==> config.mk <==
export PLATFORM = sky130hd
export DESIGN_NAME = conv_top
export DESIGN_NICKNAME = d
export VERILOG_FILES = /design/src/conv_ctrl_pkg.sv /design/src/conv_data_pkg.sv /design/src/cla_adder.sv /design/src/conv_fsm.sv /design/src/conv_top.sv /design/src/mac_pipe.sv /design/src/requant_pack.sv /design/src/window_counter.sv /design/src/word_ram.sv
export SDC_FILE = /design/constraint.sdc
export NUM_CORES = 1
export LEC_CHECK = 0
export ABC_AREA = 1
export BUFFER_PORTS_ARGS = -buffer_cell sky130_fd_sc_hd__buf_2
export CORE_UTILIZATION = 30
export DETAILED_ROUTE_END_ITERATION = 10
export HOLD_SLACK_MARGIN = 0.08
export PLACE_DENSITY = 0.44
export SYNTH_ARGS = -nofsm -noshare
export SYNTH_HDL_FRONTEND = slang
export SYNTH_SLANG_ARGS = --single-unit
==> constraint.sdc <==
create_clock -name clk -period 8.1 [get_ports clk]
set_clock_uncertainty 0.05 [all_clocks]
set_input_delay 0.81 -clock clk [delete_from_list [all_inputs] [get_ports clk]]
set_output_delay 0.81 -clock clk [all_outputs]
set_load 0.01 [all_outputs]
==> src/conv_ctrl_pkg.sv <==
package conv_ctrl_pkg;

  // sequencing states of the engine
  typedef enum logic [2:0] {
    IDLE      = 3'd0,
    LOAD_FEAT = 3'd1,  // feature words into feat_ram
    LOAD_WGT  = 3'd2,  // weight words into wgt_ram
    COMPUTE   = 3'd3,  // taps issue one per cycle
    WAIT_SEND = 3'd4   // group done, output word pending
  } conv_state_t;

  ////////////////////////////////////////
  // layout of the weight block
  ////////////////////////////////////////
  localparam int WGT_WORDS = 3;  // nine weights and the bias

  // bias is byte 9 of the block, lanes 2 and 3 of word 2 unused
  localparam int BIAS_LANE = 1;

endpackage

==> src/conv_data_pkg.sv <==
package conv_data_pkg;

  // pixel and weight formats
  typedef logic signed [7:0] pixel_t;
  typedef logic signed [7:0] weight_t;

  // lane 0 sits in bits 7..0 and carries the leftmost pixel
  typedef pixel_t  [3:0] feat_quad_t;
  typedef weight_t [3:0] weight_quad_t;

  typedef logic signed [15:0] product_t;  // one tap product
  typedef logic signed [19:0] acc_t;      // nine products plus shifted bias
  typedef logic        [31:0] stream_word_t;

  ////////////////////////////////////////
  // arithmetic constants
  ////////////////////////////////////////
  localparam int LANES       = 4;    // pixels per stream word
  localparam int TAPS        = 9;    // 3x3 kernel
  localparam int QUANT_SHIFT = 6;    // fixed point of the accumulator
  localparam int PIX_MAX     = 127;  // requantized ceiling

endpackage

==> src/cla_adder.sv <==
`timescale 1ns/1ps

module cla_adder #(
  parameter int WIDTH = 20
) (
  input  logic [WIDTH-1:0] a,
  input  logic [WIDTH-1:0] b,
  output logic [WIDTH-1:0] s
);

  localparam int GROUPS = (WIDTH + 3) / 4;
  localparam int PW     = GROUPS * 4;  // width rounded up to whole groups

  logic [PW-1:0]     a_ext;
  logic [PW-1:0]     b_ext;
  logic [PW-1:0]     s_ext;
  logic [PW-1:0]     p;
  logic [PW-1:0]     g;
  logic [GROUPS-1:0] gp;  // group propagate
  logic [GROUPS-1:0] gg;  // group generate
  logic [GROUPS-1:0] gc;  // carry into each group

  assign a_ext = PW'(a);
  assign b_ext = PW'(b);
  assign p     = a_ext ^ b_ext;
  assign g     = a_ext & b_ext;
  assign gc[0] = 1'b0;

  for (genvar k = 0; k < GROUPS; k++) begin : g_grp
    logic [3:0] pk;
    logic [3:0] gk;
    logic [3:0] c;
    assign pk    = p[4*k +: 4];
    assign gk    = g[4*k +: 4];
    assign gp[k] = &pk;
    assign gg[k] = gk[3] | (gk[2] & pk[3]) | (gk[1] & pk[2] & pk[3]) |
                   (gk[0] & pk[1] & pk[2] & pk[3]);
    // bit carries looked ahead from the group carry
    assign c[0] = gc[k];
    assign c[1] = gk[0] | (pk[0] & c[0]);
    assign c[2] = gk[1] | (pk[1] & gk[0]) | (pk[1] & pk[0] & c[0]);
    assign c[3] = gk[2] | (pk[2] & gk[1]) | (pk[2] & pk[1] & gk[0]) |
                  (pk[2] & pk[1] & pk[0] & c[0]);
    assign s_ext[4*k +: 4] = pk ^ c;
    if (k < GROUPS - 1) begin : g_carry
      assign gc[k+1] = gg[k] | (gp[k] & gc[k]);  // group carry generator
    end
  end

  assign s = s_ext[WIDTH-1:0];

endmodule

==> src/conv_fsm.sv <==
`timescale 1ns/1ps

module conv_fsm (
  input  logic clk,
  input  logic rstn,
  input  logic start,
  input  logic in_valid,
  input  logic load_last,
  input  logic group_done,
  input  logic last_group,
  input  logic word_sent,
  output logic in_ready,
  output logic load_beat_feat,
  output logic load_beat_wgt,
  output logic bias_load,
  output logic scan_en,
  output logic done
);
  import conv_ctrl_pkg::*;

  conv_state_t state;

  ////////////////////////////////////////
  // strobes
  ////////////////////////////////////////
  assign load_beat_feat = (state == LOAD_FEAT) && in_valid && in_ready;
  assign load_beat_wgt  = (state == LOAD_WGT) && in_valid && in_ready;
  assign bias_load      = load_beat_wgt && load_last;  // weight word 2 carries the bias
  assign scan_en        = (state == COMPUTE);

  ////////////////////////////////////////
  // state register
  ////////////////////////////////////////
  always_ff @(posedge clk) begin
    if (!rstn) begin
      state    <= IDLE;
      in_ready <= 1'b0;
      done     <= 1'b0;
    end else begin
      done <= 1'b0;
      case (state)
        IDLE: begin
          if (start) begin
            state    <= LOAD_FEAT;
            in_ready <= 1'b1;
          end
        end
        LOAD_FEAT: begin
          if (load_beat_feat && load_last) begin
            state <= LOAD_WGT;  // in_ready stays up
          end
        end
        LOAD_WGT: begin
          if (load_beat_wgt && load_last) begin
            state    <= COMPUTE;
            in_ready <= 1'b0;
          end
        end
        COMPUTE: begin
          if (group_done) begin
            state <= WAIT_SEND;  // hold the scan at the group boundary
          end
        end
        WAIT_SEND: begin
          if (word_sent) begin
            if (last_group) begin
              state <= IDLE;
              done  <= 1'b1;
            end else begin
              state <= COMPUTE;
            end
          end
        end
        default: begin
          state <= IDLE;
        end
      endcase
    end
  end

endmodule

==> src/conv_top.sv <==
`timescale 1ns/1ps

module conv_top #(
  parameter int FEAT_LEN = 8
) (
  input  logic                        clk,
  input  logic                        rstn,
  input  logic                        start,
  output logic                        done,
  input  conv_data_pkg::stream_word_t in_data,
  input  logic                        in_valid,
  output logic                        in_ready,
  output conv_data_pkg::stream_word_t out_data,
  output logic                        out_valid,
  input  logic                        out_ready,
  output logic                        out_last
);
  import conv_data_pkg::*;
  import conv_ctrl_pkg::*;

  localparam int FEAT_WORDS = FEAT_LEN * FEAT_LEN / LANES;
  localparam int FA_W       = $clog2(FEAT_WORDS);
  localparam int WA_W       = $clog2(WGT_WORDS);

  logic            load_beat_feat;
  logic            load_beat_wgt;
  logic            bias_load;
  logic            scan_en;
  logic            load_last;
  logic            group_done;
  logic            last_group;
  logic            word_sent;
  logic [FA_W-1:0] feat_addr;
  logic [WA_W-1:0] wgt_addr;
  logic            tap_valid;
  logic            tap_first;
  logic            tap_last;
  logic            pad;
  logic [1:0]      feat_lane;
  logic [1:0]      wgt_lane;
  feat_quad_t      feat_word;
  weight_quad_t    wgt_word;
  logic            acc_valid;
  acc_t            acc;

  conv_fsm u_fsm (
    .clk           (clk),
    .rstn          (rstn),
    .start         (start),
    .in_valid      (in_valid),
    .load_last     (load_last),
    .group_done    (group_done),
    .last_group    (last_group),
    .word_sent     (word_sent),
    .in_ready      (in_ready),
    .load_beat_feat(load_beat_feat),
    .load_beat_wgt (load_beat_wgt),
    .bias_load     (bias_load),
    .scan_en       (scan_en),
    .done          (done)
  );

  window_counter #(
    .FEAT_LEN(FEAT_LEN)
  ) u_win (
    .clk       (clk),
    .rstn      (rstn),
    .load_beat (load_beat_feat | load_beat_wgt),
    .clear     (done),
    .scan_en   (scan_en),
    .feat_addr (feat_addr),
    .wgt_addr  (wgt_addr),
    .load_last (load_last),
    .tap_valid (tap_valid),
    .tap_first (tap_first),
    .tap_last  (tap_last),
    .pad       (pad),
    .feat_lane (feat_lane),
    .wgt_lane  (wgt_lane),
    .group_done(group_done),
    .last_group(last_group)
  );

  ////////////////////////////////////////
  // feature and weight memories
  ////////////////////////////////////////
  word_ram #(
    .DEPTH (FEAT_WORDS),
    .word_t(feat_quad_t)
  ) feat_ram (
    .clk  (clk),
    .en   (1'b1),
    .we   (load_beat_feat),
    .addr (feat_addr),
    .wdata(in_data),
    .rdata(feat_word)
  );

  word_ram #(
    .DEPTH (WGT_WORDS),
    .word_t(weight_quad_t)
  ) wgt_ram (
    .clk  (clk),
    .en   (1'b1),
    .we   (load_beat_wgt),
    .addr (wgt_addr),
    .wdata(in_data),
    .rdata(wgt_word)
  );

  mac_pipe u_mac (
    .clk      (clk),
    .rstn     (rstn),
    .tap_valid(tap_valid),
    .tap_first(tap_first),
    .tap_last (tap_last),
    .pad      (pad),
    .feat_lane(feat_lane),
    .wgt_lane (wgt_lane),
    .feat_word(feat_word),
    .wgt_word (wgt_word),
    .acc_valid(acc_valid),
    .acc      (acc)
  );

  requant_pack u_rq (
    .clk       (clk),
    .rstn      (rstn),
    .bias_load (bias_load),
    .in_data   (in_data),
    .acc_valid (acc_valid),
    .acc       (acc),
    .group_last(last_group),
    .out_ready (out_ready),
    .out_data  (out_data),
    .out_valid (out_valid),
    .out_last  (out_last),
    .word_sent (word_sent)
  );

endmodule

==> src/mac_pipe.sv <==
`timescale 1ns/1ps

module mac_pipe (
  input  logic                        clk,
  input  logic                        rstn,
  input  logic                        tap_valid,
  input  logic                        tap_first,
  input  logic                        tap_last,
  input  logic                        pad,
  input  logic [1:0]                  feat_lane,
  input  logic [1:0]                  wgt_lane,
  input  conv_data_pkg::feat_quad_t   feat_word,
  input  conv_data_pkg::weight_quad_t wgt_word,
  output logic                        acc_valid,
  output conv_data_pkg::acc_t         acc
);
  import conv_data_pkg::*;

  logic [4:0]  v_sr;     // bit 0 lines up with the memory data
  logic [4:0]  f_sr;
  logic [4:0]  l_sr;
  logic [2:0]  sgn_sr;   // product sign, follows the multiplier data
  logic        pad_a;
  logic [1:0]  flane_a;
  logic [1:0]  wlane_a;
  pixel_t      pix;
  weight_t     wgt;
  logic [7:0]  pix_mag;
  logic [7:0]  wgt_mag;
  logic [7:0]  pp [8];   // partial products, shift implied by index
  logic [9:0]  pair [4];
  logic [15:0] mag;
  product_t    prod;
  acc_t        acc_prev;
  acc_t        acc_sum;

  ////////////////////////////////////////
  // tap flags and memory alignment
  ////////////////////////////////////////
  always_ff @(posedge clk) begin
    if (!rstn) begin
      v_sr <= '0;
    end else begin
      v_sr <= {v_sr[3:0], tap_valid};
    end
  end

  always_ff @(posedge clk) begin
    f_sr    <= {f_sr[3:0], tap_first};
    l_sr    <= {l_sr[3:0], tap_last};
    pad_a   <= pad;
    flane_a <= feat_lane;
    wlane_a <= wgt_lane;
  end

  assign pix     = pad_a ? pixel_t'(0) : feat_word[flane_a];  // zero padding
  assign wgt     = wgt_word[wlane_a];
  assign pix_mag = pix[7] ? 8'(-pix) : 8'(pix);
  assign wgt_mag = wgt[7] ? 8'(-wgt) : 8'(wgt);

  ////////////////////////////////////////
  // sign-magnitude multiplier, 4 stages
  ////////////////////////////////////////
  always_ff @(posedge clk) begin
    for (int i = 0; i < 8; i++) begin
      pp[i] <= wgt_mag[i] ? pix_mag : 8'd0;
    end
    for (int k = 0; k < 4; k++) begin
      pair[k] <= {2'b00, pp[2*k]} + {1'b0, pp[2*k+1], 1'b0};  // tree level 1
    end
    mag <= 16'(pair[0]) + (16'(pair[1]) << 2) + (16'(pair[2]) << 4) +
           (16'(pair[3]) << 6);  // tree level 2
    prod   <= sgn_sr[2] ? product_t'(-mag) : product_t'(mag);
    sgn_sr <= {sgn_sr[1:0], pix[7] ^ wgt[7]};
  end

  ////////////////////////////////////////
  // accumulate
  ////////////////////////////////////////
  assign acc_prev = f_sr[4] ? acc_t'(0) : acc;  // first tap restarts the sum

  cla_adder #(
    .WIDTH($bits(acc_t))
  ) u_acc_add (
    .a(acc_t'(prod)),
    .b(acc_prev),
    .s(acc_sum)
  );

  always_ff @(posedge clk) begin
    if (v_sr[4]) begin
      acc <= acc_sum;
    end
  end

  always_ff @(posedge clk) begin
    if (!rstn) begin
      acc_valid <= 1'b0;
    end else begin
      acc_valid <= v_sr[4] && l_sr[4];  // pixel complete
    end
  end

endmodule

==> src/requant_pack.sv <==
`timescale 1ns/1ps

module requant_pack (
  input  logic                        clk,
  input  logic                        rstn,
  input  logic                        bias_load,
  input  conv_data_pkg::stream_word_t in_data,
  input  logic                        acc_valid,
  input  conv_data_pkg::acc_t         acc,
  input  logic                        group_last,
  input  logic                        out_ready,
  output conv_data_pkg::stream_word_t out_data,
  output logic                        out_valid,
  output logic                        out_last,
  output logic                        word_sent
);
  import conv_data_pkg::*;
  import conv_ctrl_pkg::*;

  weight_t    bias;
  acc_t       bias_term;
  acc_t       sum;
  pixel_t     pix;
  logic [1:0] lane;      // next lane to fill
  feat_quad_t out_word;

  always_ff @(posedge clk) begin
    if (bias_load) begin
      bias <= in_data[BIAS_LANE*8 +: 8];
    end
  end

  assign bias_term = acc_t'(bias) <<< QUANT_SHIFT;  // same scale as the products

  cla_adder #(
    .WIDTH($bits(acc_t))
  ) u_bias_add (
    .a(acc),
    .b(bias_term),
    .s(sum)
  );

  // negative to 0, saturate at PIX_MAX
  always_comb begin
    if (sum < 0) begin
      pix = pixel_t'(0);
    end else if ((sum >>> QUANT_SHIFT) > PIX_MAX) begin
      pix = pixel_t'(PIX_MAX);
    end else begin
      pix = pixel_t'(sum >>> QUANT_SHIFT);
    end
  end

  ////////////////////////////////////////
  // packing and output handshake
  ////////////////////////////////////////
  assign word_sent = out_valid && out_ready;
  assign out_data  = out_word;

  always_ff @(posedge clk) begin
    if (acc_valid) begin
      out_word[lane] <= pix;  // no writes while a word is pending
    end
  end

  always_ff @(posedge clk) begin
    if (!rstn) begin
      lane      <= 2'd0;
      out_valid <= 1'b0;
      out_last  <= 1'b0;
    end else begin
      if (word_sent) begin
        out_valid <= 1'b0;
        out_last  <= 1'b0;
      end
      if (acc_valid) begin
        lane <= lane + 1'b1;
        if (lane == 2'd3) begin
          out_valid <= 1'b1;
          out_last  <= group_last;
        end
      end
    end
  end

endmodule

==> src/window_counter.sv <==
`timescale 1ns/1ps

module window_counter #(
  parameter int  FEAT_LEN = 8,
  localparam int FA_W     = $clog2(FEAT_LEN * FEAT_LEN / conv_data_pkg::LANES),
  localparam int WA_W     = $clog2(conv_ctrl_pkg::WGT_WORDS)
) (
  input  logic            clk,
  input  logic            rstn,
  input  logic            load_beat,
  input  logic            clear,
  input  logic            scan_en,
  output logic [FA_W-1:0] feat_addr,
  output logic [WA_W-1:0] wgt_addr,
  output logic            load_last,
  output logic            tap_valid,
  output logic            tap_first,
  output logic            tap_last,
  output logic            pad,
  output logic [1:0]      feat_lane,
  output logic [1:0]      wgt_lane,
  output logic            group_done,
  output logic            last_group
);
  import conv_data_pkg::*;
  import conv_ctrl_pkg::*;

  localparam int FEAT_WORDS = FEAT_LEN * FEAT_LEN / LANES;
  localparam int WPR        = FEAT_LEN / LANES;  // words per row
  localparam int RW         = $clog2(FEAT_LEN);

  logic [FA_W-1:0] load_cnt;
  logic            wgt_phase;  // feature block done, counting weights
  logic [1:0]      tr;         // tap row in the window
  logic [1:0]      tc;         // tap column
  logic [RW-1:0]   row;
  logic [RW-1:0]   col;
  logic [3:0]      tap_idx;
  logic [FA_W-1:0] scan_addr;
  logic            at_end;

  ////////////////////////////////////////
  // load addressing
  ////////////////////////////////////////
  assign load_last = wgt_phase ? (load_cnt == FA_W'(WGT_WORDS - 1))
                               : (load_cnt == FA_W'(FEAT_WORDS - 1));

  always_ff @(posedge clk) begin
    if (!rstn || clear) begin
      load_cnt  <= '0;
      wgt_phase <= 1'b0;
    end else if (load_beat) begin
      if (load_last) begin
        load_cnt  <= '0;
        wgt_phase <= ~wgt_phase;
      end else begin
        load_cnt <= load_cnt + 1'b1;
      end
    end
  end

  ////////////////////////////////////////
  // tap, column, row scan
  ////////////////////////////////////////
  assign tap_idx    = 4'(tr * 3) + 4'(tc);
  assign tap_valid  = scan_en;
  assign tap_first  = (tap_idx == 4'd0);
  assign tap_last   = (tap_idx == 4'(TAPS - 1));
  assign group_done = scan_en && tap_last && (col[1:0] == 2'b11);
  assign at_end     = (row == RW'(FEAT_LEN - 1)) && (col == RW'(FEAT_LEN - 1));

  always_ff @(posedge clk) begin
    if (!rstn || clear) begin
      tr         <= 2'd0;
      tc         <= 2'd0;
      row        <= '0;
      col        <= '0;
      last_group <= 1'b0;
    end else if (scan_en) begin
      if (group_done) begin
        last_group <= at_end;  // holds until the next group ends
      end
      if (tc == 2'd2) begin
        tc <= 2'd0;
        if (tr == 2'd2) begin
          tr <= 2'd0;
          if (col == RW'(FEAT_LEN - 1)) begin
            col <= '0;
            row <= (row == RW'(FEAT_LEN - 1)) ? '0 : row + 1'b1;
          end else begin
            col <= col + 1'b1;
          end
        end else begin
          tr <= tr + 1'b1;
        end
      end else begin
        tc <= tc + 1'b1;
      end
    end
  end

  // window position relative to the output pixel, border taps padded
  always_comb begin
    int y;
    int x;
    y = int'(row) + int'(tr) - 1;
    x = int'(col) + int'(tc) - 1;
    pad       = (y < 0) || (y >= FEAT_LEN) || (x < 0) || (x >= FEAT_LEN);
    scan_addr = '0;
    feat_lane = 2'd0;
    if (!pad) begin
      scan_addr = FA_W'(y * WPR + x / LANES);
      feat_lane = 2'(x % LANES);
    end
  end

  assign feat_addr = scan_en ? scan_addr : load_cnt;
  assign wgt_addr  = scan_en ? WA_W'(tap_idx / LANES) : load_cnt[WA_W-1:0];
  assign wgt_lane  = tap_idx[1:0];

endmodule

==> src/word_ram.sv <==
`timescale 1ns/1ps

module word_ram #(
  parameter int  DEPTH  = 16,
  parameter type word_t = logic [31:0]
) (
  input  logic                     clk,
  input  logic                     en,
  input  logic                     we,
  input  logic [$clog2(DEPTH)-1:0] addr,
  input  word_t                    wdata,
  output word_t                    rdata
);

  word_t mem [DEPTH];

  // one port, read data registered
  always_ff @(posedge clk) begin
    if (en) begin
      if (we) begin
        mem[addr] <= wdata;
      end
      rdata <= mem[addr];  // old contents on a write cycle
    end
  end

endmodule
==> flow_summary.yaml, run 1 <==
sta:
  maxClockFrequency_mhz: 197
  slew_headroom_pct: 17.9
  worst_margin_slew_ps: 1230
  finalHoldViolations: 0
  sum_of_negative_setup_slack_ps: 0
  min_period_over_period_pct: 62.7
  finalSetupViolCount: 0
  slew_viol_final: 0
  post-route-min-period_ps: 5080
  rsz0062_at_grt: "no"
synth:
  synth.ff_latch_count: 917
  synth-edff-count: 668
  post_synth_instance_area_sq_um: 39000
  seq_area_frac_synth_pct: 64.2
  syn-mean-instance-area_sq_um: 10.3
  async_reset_ff_share_pct: 0
  ys.warnings.count: 0
  primary_ff_master_synth: "edfxtp_1"
  syn-instance-count: 3795
  netlist-cell-type-count: 49
hold_path:
  hold_path_startpoint: "u_mac.l_sr[0]"
  hold_path.class: "reg -> reg"
grt:
  antenna_violations_before_repair: 9
  gr-total-overflow: 0
  grt_max_degree: 160
  grtUsageTotal_pct: 16.7
  global_route_wire_length_before_repair_mm: 165
  number_of_global_route_vias_before_repair: 26000
routing:
  detail_route.wl_per_cell_um: 19.4
  drc: 0
  drt_iter0_markers: 1872
  drt_pre_antenna_iters: 5
  routed-via-count: 26300
  vias_per_cell: 4.64
  route.antenna.remaining_nets: 0
  postRouteWirelength_mm: 110
worst_setup_path:
  path_class: "reg -> reg"
  critical_path.max_fanout: 130
  worst-endpoint-required_ps: 8350
  reg2reg_setup_slack_ps: 3020
  worst_setup_path_end_kind: "register"
  cp_data_arrival_time_ps: 5330
  critical_path.reg2reg.startpoint: "u_win.tc[1]"
  timing.critical_path.from_type: "register"
  startpoint_of_the_most_critical_setup_path: "u_win.tc[1]"
placed_design:
  post-dp-hpwl_mm: 66.5
  gpl.final_weighted_congestion: 0.789
  io_buffers: 72
  placed_instance_count: 5467
  post_dp_cell_area_sq_um: 41200
clock_network:
  clock-root-buffer: "clkbuf_16"
  max-clock-path-buffers: 3
  postCtsHoldBufs: 0
  clkLatencyLatePin_ps: 700
  clkTransAtPathRegs_ps: 60
  cts_htree_levels: 3
  cts_buffers: 101
  cts_setup_buffers: 0
  tritoncts_clock_tree: "yes"
  cts_sinks: 917
  post_cts_resize_count: 0
cells_and_area:
  area_growth_syn_to_layout_pct: 14.0
  final_std_cells_w_o_fill: 5658
  post-route-util_pct: 34.7
  layout.cell_area.non_filler_sq_um: 44400
  finalNetCount: 4015
  fraction_of_layout_cells_with_a_size_suffix_above_1_pct: 7.59
floorplan:
  std_cell_rows: 131
  floorplan.die.height_um: 362
  coreArea_sq_um: 128000
  width_of_the_die_um: 362
  start_util_pct: 30.4
  die_area_sq_um: 131000
  floorplan.io_pins: 73
flow_run:
  cap_viol_max_count: 0
run_status:
  status: "finished clean"
power:
  cellPowerDensity_nw_per_um2: 250
  power.leakage_nw: 18.2
  report.power.total_mw: 11.1
  power.ir.vdd_worst_uv: 151
==> cell usage after synthesis, types with 8 or more instances <==
master,instances,area (sq um)
a21o_1,8,60.1
a21oi_1,94,470
buf_1,8,30.0
buf_2,101,505
buf_4,8,60.1
clkbuf_1,50,188
dfxtp_1,249,4980
edfxtp_1,668,20100
fa_1,27,541
ha_1,110,1380
inv_1,277,1040
inv_2,9,33.8
nand2_1,1246,4680
nand3_1,553,2770
nand3b_1,9,67.6
nand4_1,9,56.3
nor2_1,161,604
nor3_1,21,105
o21ai_0,58,290
xnor2_1,18,158
xor2_1,59,517
==> kinds of logic (layout without fill, tap and decap cells) <==
logic type | after synthesis | after routing | share of synthesized area (%)
buffers and inverters | 458 | 587 | 4.84
AOI/OAI and AO/OA | 191 | 191 | 2.71
other | 1 | 6 | 0.00962
adders and majority gates | 137 | 137 | 4.92
xor gates and xnor gates | 77 | 77 | 1.73
and+or+nand+nor | 2014 | 2014 | 21.5
DFF | 917 | 917 | 64.2
==> registers in the layout (all words and copies together), names as in the netlist, 8 cells and up <==
register / cells
u_rq.out_data: 32
feat_ram.rdata: 32
u_rq.bias: 8
feat_ram.mem: 512
u_mac.pair: 40
u_mac.pp: 64
wgt_ram.mem: 96
u_mac.prod: 16
u_mac.acc: 20
u_mac.mag: 16
wgt_ram.rdata: 32
==> metrics by stage <==
step | hold slack (ps) | setup slack [ps]
floorplan | 260 | 3120
global placement | 260 | 3050
detailed placement | 262 | 3000
CTS | 264 | 2980
finish | 272 | 3020
global route | 276 | 2760
==> final timing paths <==
path / end / depth (start not counted)
max: feat_ram.mem[7][13] / 12
min: u_mac.l_sr[1] / 0
max reg2reg: feat_ram.mem[7][13] / 12
min reg2reg: u_mac.l_sr[1] / 0
==> layer usage <==
layer	track usage (%)	wire length, um	up-vias	part of all wire [%]
met3	2.51	4490	158	4.1
met4	4.34	2530	0	2.3
met2	27.6	51600	514	47
met5	0	0	-	0
li1	-	-	12800	-
met1	22.8	51000	12800	46
==> layout make-up <==
type / count / area (sq um)
Clock buffer: 144 / 2860
Tap cell: 1729 / 2160
Sequential cell: 917 / 25000
Multi-Input combinational cell: 2423 / 12300
Inverter: 289 / 1080
Antenna cell: 2 / 5.00
Clock inverter: 45 / 335
Timing Repair Buffer: 109 / 663
Fill cell: 13100 / 83700
==> placed cells by master, fill, tap and decap left out, types with 5 or more instances in the layout <==
cell	netlist	final
nand2_1	1246	1242
edfxtp_1	668	668
nand3_1	553	552
inv_1	277	277
dfxtp_1	249	249
nor2_1	161	144
ha_1	110	110
clkbuf_16	0	105
a21oi_1	94	93
buf_2	101	72
xor2_1	59	59
o21ai_0	58	58
buf_4	8	35
clkbuf_1	50	30
fa_1	27	27
clkinv_1	3	21
nor2_4	3	21
xnor2_1	18	18
nor3_1	21	18
clkinv_2	0	18
nand4_1	9	9
inv_2	9	9
nand3b_1	9	9
clkbuf_8	0	9
a21o_1	8	8
a211oi_1	6	6
o21ai_1	5	5
==> power by group <==
group	leakage, nW	switching [mW]	internal (mW)
clock	1.57	1.90	2.58
sequential	8.04	0.0678	5.16
combinational	8.55	1.03	0.356
==> worst max-delay path, stage by stage, from the launching register on <==
cell,delay [ps]
dfxtp_1,360
inv_1,90
ha_1,270
inv_1,40
ha_1,210
fa_1,450
ha_1,240
fa_1,560
nand2_1,110
o21ai_4,80
buf_12,530
nand3_1,510
nor2_4,1080
No activity file was read; power rests on OpenSTA's default activity.
==> run 2: changes to the inputs <==
Settings changed: PLACE_DENSITY 0.44 to 0.46.
Clock period 8.1 ns to 4.4 ns, I/O delays scaled along.
==> run 2 against run 1 <==
  * Total power grew 87%
  * Cell count is 0.80% higher
  * Largest cell class unchanged
  * Sequential cell count stayed put
  * Register-to-register slack got worse by 2600 ps
  * Die area unchanged
  * First-iteration DRC count fell by 1.4%
  * Sequential power increased by 86%
  * Count of clock-buffer cells in the layout unchanged
  * Largest power group unchanged
  * Worst hold slack worse by 140 ps
  * Fmax up 29%
  * Wire length rose by 0.22%
  * Utilization increased by 0.58 points
==> flow_summary.yaml, run 2 (synthesis results as in run 1) <==
worst_setup_path:
  timing.reg2reg.worst_path_depth: 12
  max_stage_delay_ps: 570
  cp_slowest_cell: "fa_1"
  timing.critical_path.from_type: "register"
  critical_path_depth_in_cells: 12
  worst_setup_path_end_kind: "register"
  cp_data_arrival_time_ps: 4300
  critical_path.reg2reg.startpoint: "u_win.tc[1]"
  path_class: "reg -> reg"
  crit_chain: "inv_1, ha_1, inv_1, ha_1, fa_1, ha_1, fa_1, nand2_1, o21ai_4, nand3_1, nor2_4, buf_12"
  critical_path.max_fanout: 12
  worstReg2RegEnd: "feat_ram.mem[2][22]"
  timing.critical_path.max_delay_family: "adder cells"
  reg2reg_setup_slack_ps: 450
  worst-endpoint-required_ps: 4750
  path_buf_inv: 3
  critical-path-top-cell-by-count: "ha_1"
routing:
  postRouteWirelength_mm: 110
  drt_iter0_markers: 1846
  detail_route.wl_per_cell_um: 19.3
  route.antenna.remaining_nets: 0
  drc: 0
  vias_per_cell: 4.65
  drt_pre_antenna_iters: 5
  routed-via-count: 26500
placed_design:
  pre_cts_slack_ps: 461
  io_buffers: 72
  post_dp_cell_area_sq_um: 41700
  gpl.final_weighted_congestion: 0.799
  post-dp-hpwl_mm: 64.6
cells_and_area:
  layout.cell_area.non_filler_sq_um: 45200
  finalNetCount: 4060
  post-route-util_pct: 35.3
  largest_register_ff_count: 512
  final.fill_count: 13000
  largest_registers: "feat_ram.mem (512), wgt_ram.mem (96), u_mac.pp (64)"
  sequential_cell_area_sq_um: 25000
  area_growth_syn_to_layout_pct: 15.9
  max_flop_register: "feat_ram.mem"
  antenna-diode-count: 0
  fraction_of_layout_cells_with_a_size_suffix_above_1_pct: 8.58
  final_common_cell: "nand2_1"
  layout_common_cells: "nand2_1 (1242), edfxtp_1 (668), nand3_1 (552), inv_1 (277), dfxtp_1 (249)"
  multi_input_comb_area_sq_um: 12300
floorplan:
  die_area_sq_um: 131000
  floorplan.die.height_um: 362
  start_util_pct: 30.4
  floorplan.io_pins: 73
  coreArea_sq_um: 128000
  std_cell_rows: 131
  width_of_the_die_um: 362
sta:
  post-route-min-period_ps: 3950
  finalHoldViolations: 0
  finalSetupViolCount: 0
  setup_ws_ps: 449
  slew_viol_final: 0
  maxClockFrequency_mhz: 253
  rsz0062_at_grt: "no"
  min_period_over_period_pct: 89.8
  slew_headroom_pct: 23.1
  worst_margin_slew_ps: 1150
hold_path:
  whs_path_depth: 1
  hold_path_startpoint: "in_data[19]"
  hold_path.class: "in -> reg"
  worstHoldEndpoint: "feat_ram.mem[14][19]"
clock_network:
  cts_sinks: 917
  cts_htree_levels: 3
  clkLatencyLatePin_ps: 730
  clock-root-buffer: "clkbuf_16"
  post_cts_resize_count: 0
  cts_setup_buffers: 0
  cts_buffers: 101
  max-clock-path-buffers: 3
  tritoncts_clock_tree: "yes"
  clkTransAtPathRegs_ps: 70
flow_run:
  cap_viol_max_count: 0
grt:
  number_of_global_route_vias_before_repair: 26400
  antenna_violations_before_repair: 5
  global_route_wire_length_before_repair_mm: 167
  grtUsageTotal_pct: 16.8
  gr-total-overflow: 0
  grt_max_degree: 136
power:
  cellPowerDensity_nw_per_um2: 459
  power.leakage_nw: 18.5
  power.ir.vdd_worst_uv: 316
run_status:
  status: "finished clean"
-- run 2: cell type report --
cell class                      instances  area share, %
Timing Repair Buffer                  154           2.68
Tap cell                             1729           4.79
Inverter                              289           2.40
Clock inverter                         47           1.05
Sequential cell                       917           55.4
Clock buffer                          144           6.45
Multi-Input combinational cell       2423           27.2
-- run 2: timing repair --
| action | in CTS | in global routing |
|---|---|---|
| endpoints found under the setup margin | 0 | 0 |
| hold buffers | 14 | 0 |
| hold endpoints to repair | 121 | 0 |
-- run 2: worst max-delay path by stage --
stage / start / to / slack, ps
after floorplan: u_win.tc[1] / feat_ram.mem[0][0] / -280
after global placement: u_win.tc[1] / feat_ram.mem[15][23] / 480
after detailed placement: u_win.tc[1] / feat_ram.mem[15][23] / 460
after CTS: u_win.tc[1] / feat_ram.mem[2][22] / 430
after global routing: u_win.tc[1] / feat_ram.mem[2][31] / 340
final: u_win.tc[1] / feat_ram.mem[2][22] / 450
-- run 2: where the power goes --
part	internal [mW]	switching [mW]
clock network	4.94	3.62
registers	9.50	0.210
logic	0.692	1.80
total	15.1	5.63
-- run 2: metal layers --
layer	up-vias	global-route usage, %	wire length [um]
met1	13000	22.5	50900
met5	-	0	10
li1	12900	-	-
met2	508	28.2	51800
met3	160	2.86	4910
met4	2	4.15	2240
-- run 2: stage by stage --
stage	total power, mW	hold slack, ps	instances	setup TNS [ps]
after floorplan	11.4	260	3798	-36450
after global placement	12.4	260	5498	0
after detailed placement	12.4	262	5498	0
after CTS	21.0	85.9	5703	0
after global routing	21.7	106	5703	0
final	20.8	127	5703	0
-- run 2: worst register-to-register path: cells and delay by family (launching register included) --
family / cells / cell delay, ps
AOI/OAI and AO/OA: 1 / 120
adders and majority gates: 5 / 1750
buffers and inverters: 3 / 350
DFF: 1 / 360
and+or+nand+nor: 3 / 1000
